[config.mk]
export PLATFORM = sky130hd
export DESIGN_NAME = conv1x1_top
export DESIGN_NICKNAME = d
export VERILOG_FILES = /design/src/logic/conv1x1_pkg.sv /design/src/logic/conv_stream_if.sv /design/src/logic/channel_counter.sv /design/src/logic/weight_buffer.sv /design/src/logic/conv1x1_control.sv /design/src/logic/mac_unit.sv /design/src/logic/conv1x1_top.sv
export SDC_FILE = /design/constraint.sdc
export NUM_CORES = 1
export LEC_CHECK = 0
export BUFFER_PORTS_ARGS = -buffer_cell sky130_fd_sc_hd__buf_4
export CORE_MARGIN = 2
export CORE_UTILIZATION = 60
export DETAILED_ROUTE_END_ITERATION = 8
export GPL_ROUTABILITY_DRIVEN = 1
export GPL_TIMING_DRIVEN = 0
export PLACE_DENSITY = 0.89
export SLEW_MARGIN = 20
export SYNTH_ARGS = -nofsm -noshare
export SYNTH_HDL_FRONTEND = slang
export SYNTH_SLANG_ARGS = --single-unit
export TNS_END_PERCENT = 1
[constraint.sdc]
create_clock -name clk -period 10.8 [get_ports clk]
set_input_delay 1.62 -clock clk [delete_from_list [all_inputs] [get_ports clk]]
set_output_delay 1.62 -clock clk [all_outputs]
set_load 0.03 [all_outputs]
[src/logic/conv1x1_pkg.sv]
package conv1x1_pkg;

	//////////////////////////////
	// Sizes

	// Weight and activation width
	localparam int DATA_WIDTH = 16;

	// Input channels, one weight each
	localparam int C_IN = 4;

	// FIFO pointer and channel index width
	localparam int PTR_WIDTH = 2;

	// Full product plus two guard bits for C_IN terms
	localparam int ACC_WIDTH = 2 * DATA_WIDTH + 2;

	//////////////////////////////
	// Types

	typedef logic signed [DATA_WIDTH-1:0] data_t;
	typedef logic signed [ACC_WIDTH-1:0]  acc_t;
	typedef logic [PTR_WIDTH-1:0]         chan_t;

	// Control phases
	typedef enum logic {
		LOAD,
		RUN
	} ctrl_state_t;

endpackage

[src/logic/conv_stream_if.sv]
interface conv_stream_if
	import conv1x1_pkg::*;
();

	// One-cycle sample strobe
	logic  valid;

	// Activation sample, qualified by valid
	data_t act;

	// Channel position flags
	logic  first;
	logic  last;

	// Control side drives the registered samples
	modport source (
		output valid,
		output act,
		output first,
		output last
	);

	// MAC side consumes them
	modport sink (
		input valid,
		input act,
		input first,
		input last
	);

endinterface

[src/logic/channel_counter.sv]
module channel_counter
	import conv1x1_pkg::*;
(
	input  logic  clk,
	input  logic  reset,
	input  logic  step,
	output chan_t count,
	output logic  first,
	output logic  last
);

	//////////////////////////////
	// Wrapping channel count

	always_ff @(posedge clk) begin
		if (reset) begin
			count <= '0;
		end else if (step) begin
			// Back to channel 0 after the last one
			if (count == chan_t'(C_IN - 1)) begin
				count <= '0;
			end else begin
				count <= count + 1'b1;
			end
		end
	end

	//////////////////////////////
	// Position flags

	// Decoded straight from the count
	assign first = (count == '0);
	assign last  = (count == chan_t'(C_IN - 1));

endmodule

[src/logic/weight_buffer.sv]
module weight_buffer
	import conv1x1_pkg::*;
(
	input  logic  clk,
	input  logic  reset,
	input  logic  valid_in,
	input  data_t in,
	input  logic  load_weights,
	output data_t weight
);

	//////////////////////////////
	// Input register

	logic  valid_q;
	data_t data_q;

	always_ff @(posedge clk) begin
		if (reset) begin
			valid_q <= 1'b0;
		end else begin
			valid_q <= valid_in;
		end
	end

	// Payload only, qualified by valid_q
	always_ff @(posedge clk) begin
		data_q <= in;
	end

	//////////////////////////////
	// Circulating FIFO

	data_t mem [C_IN];
	chan_t rd_ptr;
	chan_t wr_ptr;
	logic  full;
	logic  write_en;

	// Once full, new weights are dropped
	assign write_en = valid_q && !full;

	// Pointers and fill state
	always_ff @(posedge clk) begin
		if (reset) begin
			rd_ptr <= '0;
			wr_ptr <= '0;
			full   <= 1'b0;
		end else if (load_weights) begin
			// Pop and push back, fill level unchanged
			rd_ptr <= rd_ptr + 1'b1;
			wr_ptr <= wr_ptr + 1'b1;
		end else if (write_en) begin
			wr_ptr <= wr_ptr + 1'b1;
			// Last free slot taken
			if (wr_ptr == chan_t'(C_IN - 1)) begin
				full <= 1'b1;
			end
		end
	end

	// Storage, no reset
	always_ff @(posedge clk) begin
		if (load_weights) begin
			// Head goes back in at the tail
			mem[wr_ptr] <= mem[rd_ptr];
		end else if (write_en) begin
			mem[wr_ptr] <= data_q;
		end
	end

	//////////////////////////////
	// Registered head output

	always_ff @(posedge clk) begin
		if (load_weights) begin
			weight <= mem[rd_ptr];
		end
	end

endmodule

[src/logic/conv1x1_control.sv]
module conv1x1_control
	import conv1x1_pkg::*;
(
	input  logic  clk,
	input  logic  reset,
	input  logic  weight_valid,
	input  logic  act_valid,
	input  data_t act_data,
	input  chan_t count,
	input  logic  first,
	input  logic  last,
	output logic  step,
	output logic  load_weights,
	output logic  weights_ready,
	conv_stream_if.source stream
);

	ctrl_state_t state;
	ctrl_state_t state_next;

	// Accepted strobes per phase
	logic weight_accept;
	logic act_accept;

	//////////////////////////////
	// Strobe qualification

	// Weights only count in LOAD
	assign weight_accept = (state == LOAD) && weight_valid;

	// Activations only count in RUN
	assign act_accept = (state == RUN) && act_valid;

	// Counter shared by both phases
	assign step = weight_accept || act_accept;

	// One FIFO pop per accepted channel
	assign load_weights = act_accept;

	//////////////////////////////
	// State machine

	always_comb begin
		state_next = state;
		case (state)
			LOAD: begin
				// Final weight moves us on
				if (weight_accept && count == chan_t'(C_IN - 1)) begin
					state_next = RUN;
				end
			end
			RUN: begin
				// Stays here until reset
				state_next = RUN;
			end
			default: begin
				state_next = LOAD;
			end
		endcase
	end

	always_ff @(posedge clk) begin
		if (reset) begin
			state <= LOAD;
		end else begin
			state <= state_next;
		end
	end

	assign weights_ready = (state == RUN);

	//////////////////////////////
	// Activation stream register

	// Lines up with the popped weight one cycle later
	always_ff @(posedge clk) begin
		if (reset) begin
			stream.valid <= 1'b0;
		end else begin
			stream.valid <= act_accept;
		end
	end

	// Sample and flags, meaningful with valid
	always_ff @(posedge clk) begin
		if (act_accept) begin
			stream.act   <= act_data;
			stream.first <= first;
			stream.last  <= last;
		end
	end

endmodule

[src/logic/mac_unit.sv]
module mac_unit
	import conv1x1_pkg::*;
(
	input  logic  clk,
	input  logic  reset,
	conv_stream_if.sink stream,
	input  data_t weight,
	output logic  result_valid,
	output acc_t  result_data
);

	//////////////////////////////
	// Multiply

	logic signed [2*DATA_WIDTH-1:0] product;
	acc_t                           product_ext;

	// Full-width signed product
	assign product = stream.act * weight;

	// Sign extended to accumulator width
	assign product_ext = acc_t'(product);

	//////////////////////////////
	// Accumulate

	acc_t acc;
	acc_t acc_next;

	// Channel 0 restarts the sum
	assign acc_next = stream.first ? product_ext : acc + product_ext;

	// Running sum, restarted by first
	always_ff @(posedge clk) begin
		if (stream.valid) begin
			acc <= acc_next;
		end
	end

	//////////////////////////////
	// Result output

	// Single-cycle pulse after the last channel
	always_ff @(posedge clk) begin
		if (reset) begin
			result_valid <= 1'b0;
		end else begin
			result_valid <= stream.valid && stream.last;
		end
	end

	// Completed dot product
	always_ff @(posedge clk) begin
		if (stream.valid && stream.last) begin
			result_data <= acc_next;
		end
	end

endmodule

[src/logic/conv1x1_top.sv]
module conv1x1_top
	import conv1x1_pkg::*;
(
	input  logic  clk,
	input  logic  reset,
	input  logic  weight_valid,
	input  data_t weight_data,
	input  logic  act_valid,
	input  data_t act_data,
	output logic  weights_ready,
	output logic  result_valid,
	output acc_t  result_data
);

	//////////////////////////////
	// Internal wiring

	// Control to MAC samples
	conv_stream_if stream ();

	// Channel counter
	chan_t count;
	logic  first;
	logic  last;
	logic  step;

	// FIFO pop and popped weight
	logic  load_weights;
	data_t weight;

	//////////////////////////////
	// Instances

	channel_counter channel_counter_i (
		.clk   (clk),
		.reset (reset),
		.step  (step),
		.count (count),
		.first (first),
		.last  (last)
	);

	// Weights come straight from the host
	weight_buffer weight_buffer_i (
		.clk          (clk),
		.reset        (reset),
		.valid_in     (weight_valid),
		.in           (weight_data),
		.load_weights (load_weights),
		.weight       (weight)
	);

	conv1x1_control conv1x1_control_i (
		.clk           (clk),
		.reset         (reset),
		.weight_valid  (weight_valid),
		.act_valid     (act_valid),
		.act_data      (act_data),
		.count         (count),
		.first         (first),
		.last          (last),
		.step          (step),
		.load_weights  (load_weights),
		.weights_ready (weights_ready),
		.stream        (stream.source)
	);

	mac_unit mac_unit_i (
		.clk          (clk),
		.reset        (reset),
		.stream       (stream.sink),
		.weight       (weight),
		.result_valid (result_valid),
		.result_data  (result_data)
	);

endmodule

Yosys cells after proc, flatten, opt, wreduce, memory -nomap -nowiden

Memory sizes are Yosys's and may differ from the RTL's. A register that Yosys moved wholly into a read port is not among the register bits.
Cells that the tools add are included.

RAM bits: 64
Output and inout port bits: 36
Input bits: 36
Memories: 1
Flip-flop bits (word level): 129
Logic and storage cells: 50

Memory list:

| name                | depth | width | rd ports | clocked after Yosys merged registers in | wr ports | line                | text |
|---|---|---|---|---|---|---|---|
| weight_buffer_i.mem | 4     | 16    | 1        | 1                                       | 1        | weight_buffer.sv:34 | `data_t mem [C_IN];` |

Muxes and demuxes: 14
Bitwise operators: 3
Multiply operators: 1
Reductions and logical operators: 10
$add $sub $neg: 4
Equality and inequality tests: 2

Operators by type and width:

| operator              | number |
|---|---|
| $add A34 B32 Y34      | 1 |
| $mux W34              | 1 |
| $mul A16 B16 Y32      | 1 |
| $mux W16              | 1 |
| $mux W2               | 5 |
| $add A2 B1 Y2 const B | 3 |
| $mux W1               | 6 |
| $logic_and A1 B1 Y1   | 5 |
| $eq A2 B2 Y1 const B  | 2 |
| $reduce_and A3 Y1     | 1 |
| $logic_not A2 Y1      | 1 |
| $not A1 Y1            | 2 |
| $pmux W1 S2           | 1 |
| $reduce_bool A2 Y1    | 1 |
| $logic_not A1 Y1      | 1 |
| $logic_or A1 B1 Y1    | 1 |
| $or A1 B1 Y1          | 1 |

Logic depth before layout (Yosys ltp)

Depth in word-level cells: 6
Mapped depth: 33
Mapped depth without buffers: 32

Hierarchy

Synthesis repeated with hierarchy kept, for this count alone.

Cell total of the unflattened synthesis: 1654
Area total of the unflattened synthesis: 18277.5 µm²

By module, submodules not included:

| module          | times used | cells an instance | seq. area each (µm²) | area an instance (µm²) |
|---|---|---|---|---|
| mac_unit        | 1          | 1445              | 2062.0               | 13868.3 |
| weight_buffer   | 1          | 172               | 2882.8               | 3689.8 |
| conv1x1_control | 1          | 27                | 580.6                | 615.6 |
| channel_counter | 1          | 10                | 40.0                 | 103.8 |

Worst setup path before layout

Ideal clock, no wire load.

Path kind: register -> register
Start: reg weight_buffer_i.weight[1] (read register of weight_buffer_i.mem)
End: reg mac_unit_i.acc[32] (data pin)
Setup time: 0.262 ns
Period minus slack after synthesis: 7.704 ns
Path buffers: 1
Slack: 3.096 ns
Data arrival time: 7.441 ns
Data required time: 10.538 ns
Stages on the path, launching flop included: 30
Path through: edfxtp_1 clkbuf_1 nand2_1 fa_1 fa_1 fa_1 inv_1 fa_1 fa_1 inv_1 fa_1 inv_1 ha_1 a21o_1 a21o_1 a21o_1 a31oi_1 nor2_1 a2111oi_0 nor2_1 ha_1 nand2_1 nor2_1 and4_1 and3_4 a32o_1 o41a_4 o41ai_4 xnor2_1 mux2_2

Cells in the longest elaborated chain, start to end: 3

Ends and longest elaborated chain:

| element                     | line               | text |
|---|---|---|
| start: declaration          | weight_buffer.sv:9 | `output data_t weight` |
| $mul A16 B16 Y32 (*)        | mac_unit.sv:19     | `assign product = stream.act * weight;` |
| $add A34 B32 Y34            | mac_unit.sv:31     | `assign acc_next = stream.first ? product_ext : acc + product_ext;` |
| $mux W34 (*)                | mac_unit.sv:31     |  |
| via mac_unit_i.acc_next[32] | mac_unit.sv:28     | `acc_t acc_next;` |
| end signal: assignment      | mac_unit.sv:36     | `acc <= acc_next;` |
| end: declaration            | mac_unit.sv:27     | `acc_t acc;` |

Mark *: on every way through the listed nets, which the timed path passes. The rest lies on a longest branch.
A chain may end at the register's enable or synchronous reset.

Worst setup path after layout

Start: reg weight_buffer_i.weight[3] (read register of weight_buffer_i.mem)
End: reg mac_unit_i.acc[29] (data pin)

Same word-level chain as after synthesis.

==> impl_results.md <==
* Outcome: finished, final reports clean
* FF+latch area at 5567 sq um
* Worst R2R Path Depth at 29
* Final count of hold timing violations at 0
* Most used cell, CP: fa_1
* Cell variety after synth at 65
* CP Data Required Time at 11.01 ns
* Initial antenna violation count at 2
* Worst Setup Start Kind: flip-flop
* Ports at 72
* Cell Int Power at 1.819 mW
* Routed WL at 40850 microns
* Fillers at 2155
* Arrival time at the worst endpoint at 9.28 ns
* Die footprint at 31950 sq um
* Row count at 63
* Drt pass-1 iters at 5
* Share of cells above drive strength 1 at 9.570%
* CTS Root Buffer Type: clkbuf_16
* Lkg Pwr at 9.012 nW
* RSZ-0062 raised after global routing: false
* HPWL after detailed placement at 32140 microns
* Fin cells at 2156
* ANT nets after route at 0
* Slew headroom at 39.76%
* Reg2Reg Setup Slack at 1.73 ns
* DR vias at 12.37k
* Yosys warns at 0
* Post-synth EDFFs at 166
* Drt drc at 0
* Worst r2r dst: mac_unit_i.acc[29]
* Clk sinks at 195
* Most common cell after layout, fill and taps aside: inv_1
* Post-Syn Area at 18320 sq um
* TritonCTS clock tree: done
* Final Cycle Share at 83.99%
* Skew final at 0.02036 ns
* Area after DPL at 19400 sq um
* Final min period at 9.071 ns
* Vias in the first global route at 13.06k
* CP endpoint kind: flip-flop
* Largest net degree at the start of global routing at 33
* I/O Buffers at 71
* Initial Util at 61.33%
* Post-cts resize count at 0
* Footprint of the multi-input gates at 11410 sq um
* Pre-CTS WS at 1.816 ns
* Final Net Count at 2174
* Max cap viols at 0
* Commonest cells after routing, fill and taps aside: 309 x inv_1, 263 x fa_1, 181 x nand2_1
* Slew Limit Fails at 0
* CTS max path bufs at 2
* Worst Path Max Fanout at 10
* First-pass GRT wire length at 64960 microns
* Clk pwr share at 22.0%
* PD cells at 146.5 nW/um^2
* WHS Endpoint: channel_counter_i.count[0]
* Final Cell Area at 20000 sq um
* Vias/cell at 5.736
* Critical path class: flip-flop to flip-flop
* Placed cells at 2124
* Die Wd at 178.7 microns
* Area Overhead vs Synth at 9.172%
* Sequential power share at 31.1%
* Worst Tran Pin Value at 0.9036 ns
* Number of synthesized register bits at 195
* Sequential area share after synthesis at 30.38%
* Routability Congestion at 0.9852
* Slowest-stage cell, CP: edfxtp_1
* Async SR Flop Fraction at 0%
* # diodes at 0
* NetSw at 1.112 mW
* R2R Path Start: weight_buffer_i.weight[3]
* Worst hold start: channel_counter_i.count[0]
* # H-tree levels at 4
* CTS Buf Count at 17
* GRT Overall Usage at 27.18%
* Post-CTS Hold Buffers at 0
* Setup bufs post-CTS at 0
* WHS Path Cells at 2
* Max Freq at 0.1102 GHz
* Worst-Skew Late Latency at 0.48 ns
* Main synth FF type: edfxtp_1
* Comb power frac at 46.9%
* DRT iter0 DRCs at 1019
* Clock slew at reported path FFs at 0.08 ns
* Setup ws final at 1.729 ns
* Setup Viol. Count Final at 0
* Switch share at 37.94%
* Total negative setup slack at 0 ns
* Max IR drop VDD at 0.1553 mV
* HP Class: flip-flop to flip-flop
* Die Ht at 178.7 microns
* Routed wire length per instance at 18.95 microns
* Total gr overflow at 0
* Mapped Nets at 2081
* Crit-path max cell delay at 0.66 ns
* Total power at 2.931 mW
* Syn_area_per_cell at 11.04 sq um
* Core ar. at 29870 sq um
* Cells after Synth at 1660
## state kept, by name, summed over array words and instances (netlist names), named ones only
name and cells:
weight_buffer_i.rd_ptr 2, weight_buffer_i.full 1, conv1x1_control_i.stream.valid 1, conv1x1_control_i.weights_ready 1, weight_buffer_i.data_q 16, conv1x1_control_i.stream.last 1
weight_buffer_i.wr_ptr 2, channel_counter_i.count 2, mac_unit_i.result_data 34, weight_buffer_i.mem 64, weight_buffer_i.weight 16, weight_buffer_i.valid_q 1
mac_unit_i.result_valid 1, conv1x1_control_i.stream.act 16, conv1x1_control_i.stream.first 1, mac_unit_i.acc 34
## layout make-up
| class | count | area share [%] |
|---|---|---|
| inverters | 310 | 5.818 |
| clock inverters | 14 | 0.8382 |
| flip-flops and latches | 195 | 27.83 |
| plain buffers | 48 | 0.9383 |
| multi-input cells | 1107 | 57.02 |
| well taps | 390 | 2.440 |
| clock buffers | 18 | 2.146 |
| repair buffers | 74 | 2.965 |
## power groups by stage
stage	Clock (mW)	Sequential, mW	Combinational, mW
floorplan	0	0.925	1.08
global placement	0	0.927	1.28
detailed placement	0	0.928	1.35
CTS	0.650	0.911	1.37
global route	0.681	0.912	1.54
finish	0.645	0.911	1.38
## how the worst max path moves through the flow
stage	startpoint	to	slack, ns	cells past startpoint
floorplan	weight_buffer_i.weight[1]	mac_unit_i.acc[32]	3.10	29
detailed placement	conv1x1_control_i.stream.act[6]	mac_unit_i.result_data[29]	1.82	29
CTS	conv1x1_control_i.stream.act[6]	mac_unit_i.acc[29]	1.77	29
finish	weight_buffer_i.weight[3]	mac_unit_i.acc[29]	1.73	29
global placement	conv1x1_control_i.stream.act[12]	mac_unit_i.result_data[31]	2.10	29
global route	conv1x1_control_i.stream.act[7]	mac_unit_i.acc[29]	1.35	29
## routing by layer
layer / vias up / track usage (%) / share of wire (%)
li1: 5527 / - / -
met1: 6198 / 33.71 / 38
met2: 530 / 46.56 / 51
met3: 110 / 5.407 / 7.6
met4: 2 / 11.69 / 3.6
met5: - / 0 / 0.032
## worst max-delay path, delay by kind of cell (launching register included)
kind | cells | cell delay, ns
flip-flops | 1 | 0.66
buffers and inverters | 4 | 0.63
AND/OR/NAND/NOR | 4 | 0.73
AO/OA/AOI/OAI | 11 | 2.90
multiplexers | 1 | 0.28
XOR/XNOR | 1 | 0.16
adder cells (fa/ha/maj) | 8 | 3.45
## synthesized netlist by cell type, types with 10 or more instances
cell type | number | area share [%]
a21o_1 | 32 | 1.3
a21oi_1 | 43 | 1.2
and2_1 | 119 | 4.1
clkbuf_1 | 44 | 0.90
dfxtp_1 | 29 | 3.2
edfxtp_1 | 166 | 27
fa_1 | 263 | 29
ha_1 | 122 | 8.3
inv_1 | 310 | 6.4
mux2_2 | 29 | 1.8
mux4_2 | 16 | 2.0
nand2_1 | 181 | 3.7
nand2b_1 | 14 | 0.48
nor2_1 | 54 | 1.1
nor2b_1 | 10 | 0.34
o21ai_0 | 42 | 1.1
xnor2_1 | 42 | 2.0
xor2_1 | 26 | 1.2
## kinds of logic (layout without fill, tap and decap cells)
family          after synthesis  after routing  synth area share, %
mux                          47             47                3.859
simple gates                418            418                11.08
xor+xnor                     68             68                3.251
flops                       195            195                30.38
compound gates              189            189                6.993
buf+inv                     358            464                7.376
fa+ha+maj                   385            385                37.07
## stage by stage
stage / hold WS, ns / utilization [%]
2_1_floorplan: 0.4524 / -
3_5_place_dp: 0.4877 / 64.95
6_report: 0.4996 / 66.95
4_1_cts: 0.4991 / 66.95
3_3_place_gp: 0.4643 / 64.74
5_1_grt: 0.5443 / 66.95
No activity file was read; power rests on OpenSTA's default activity.
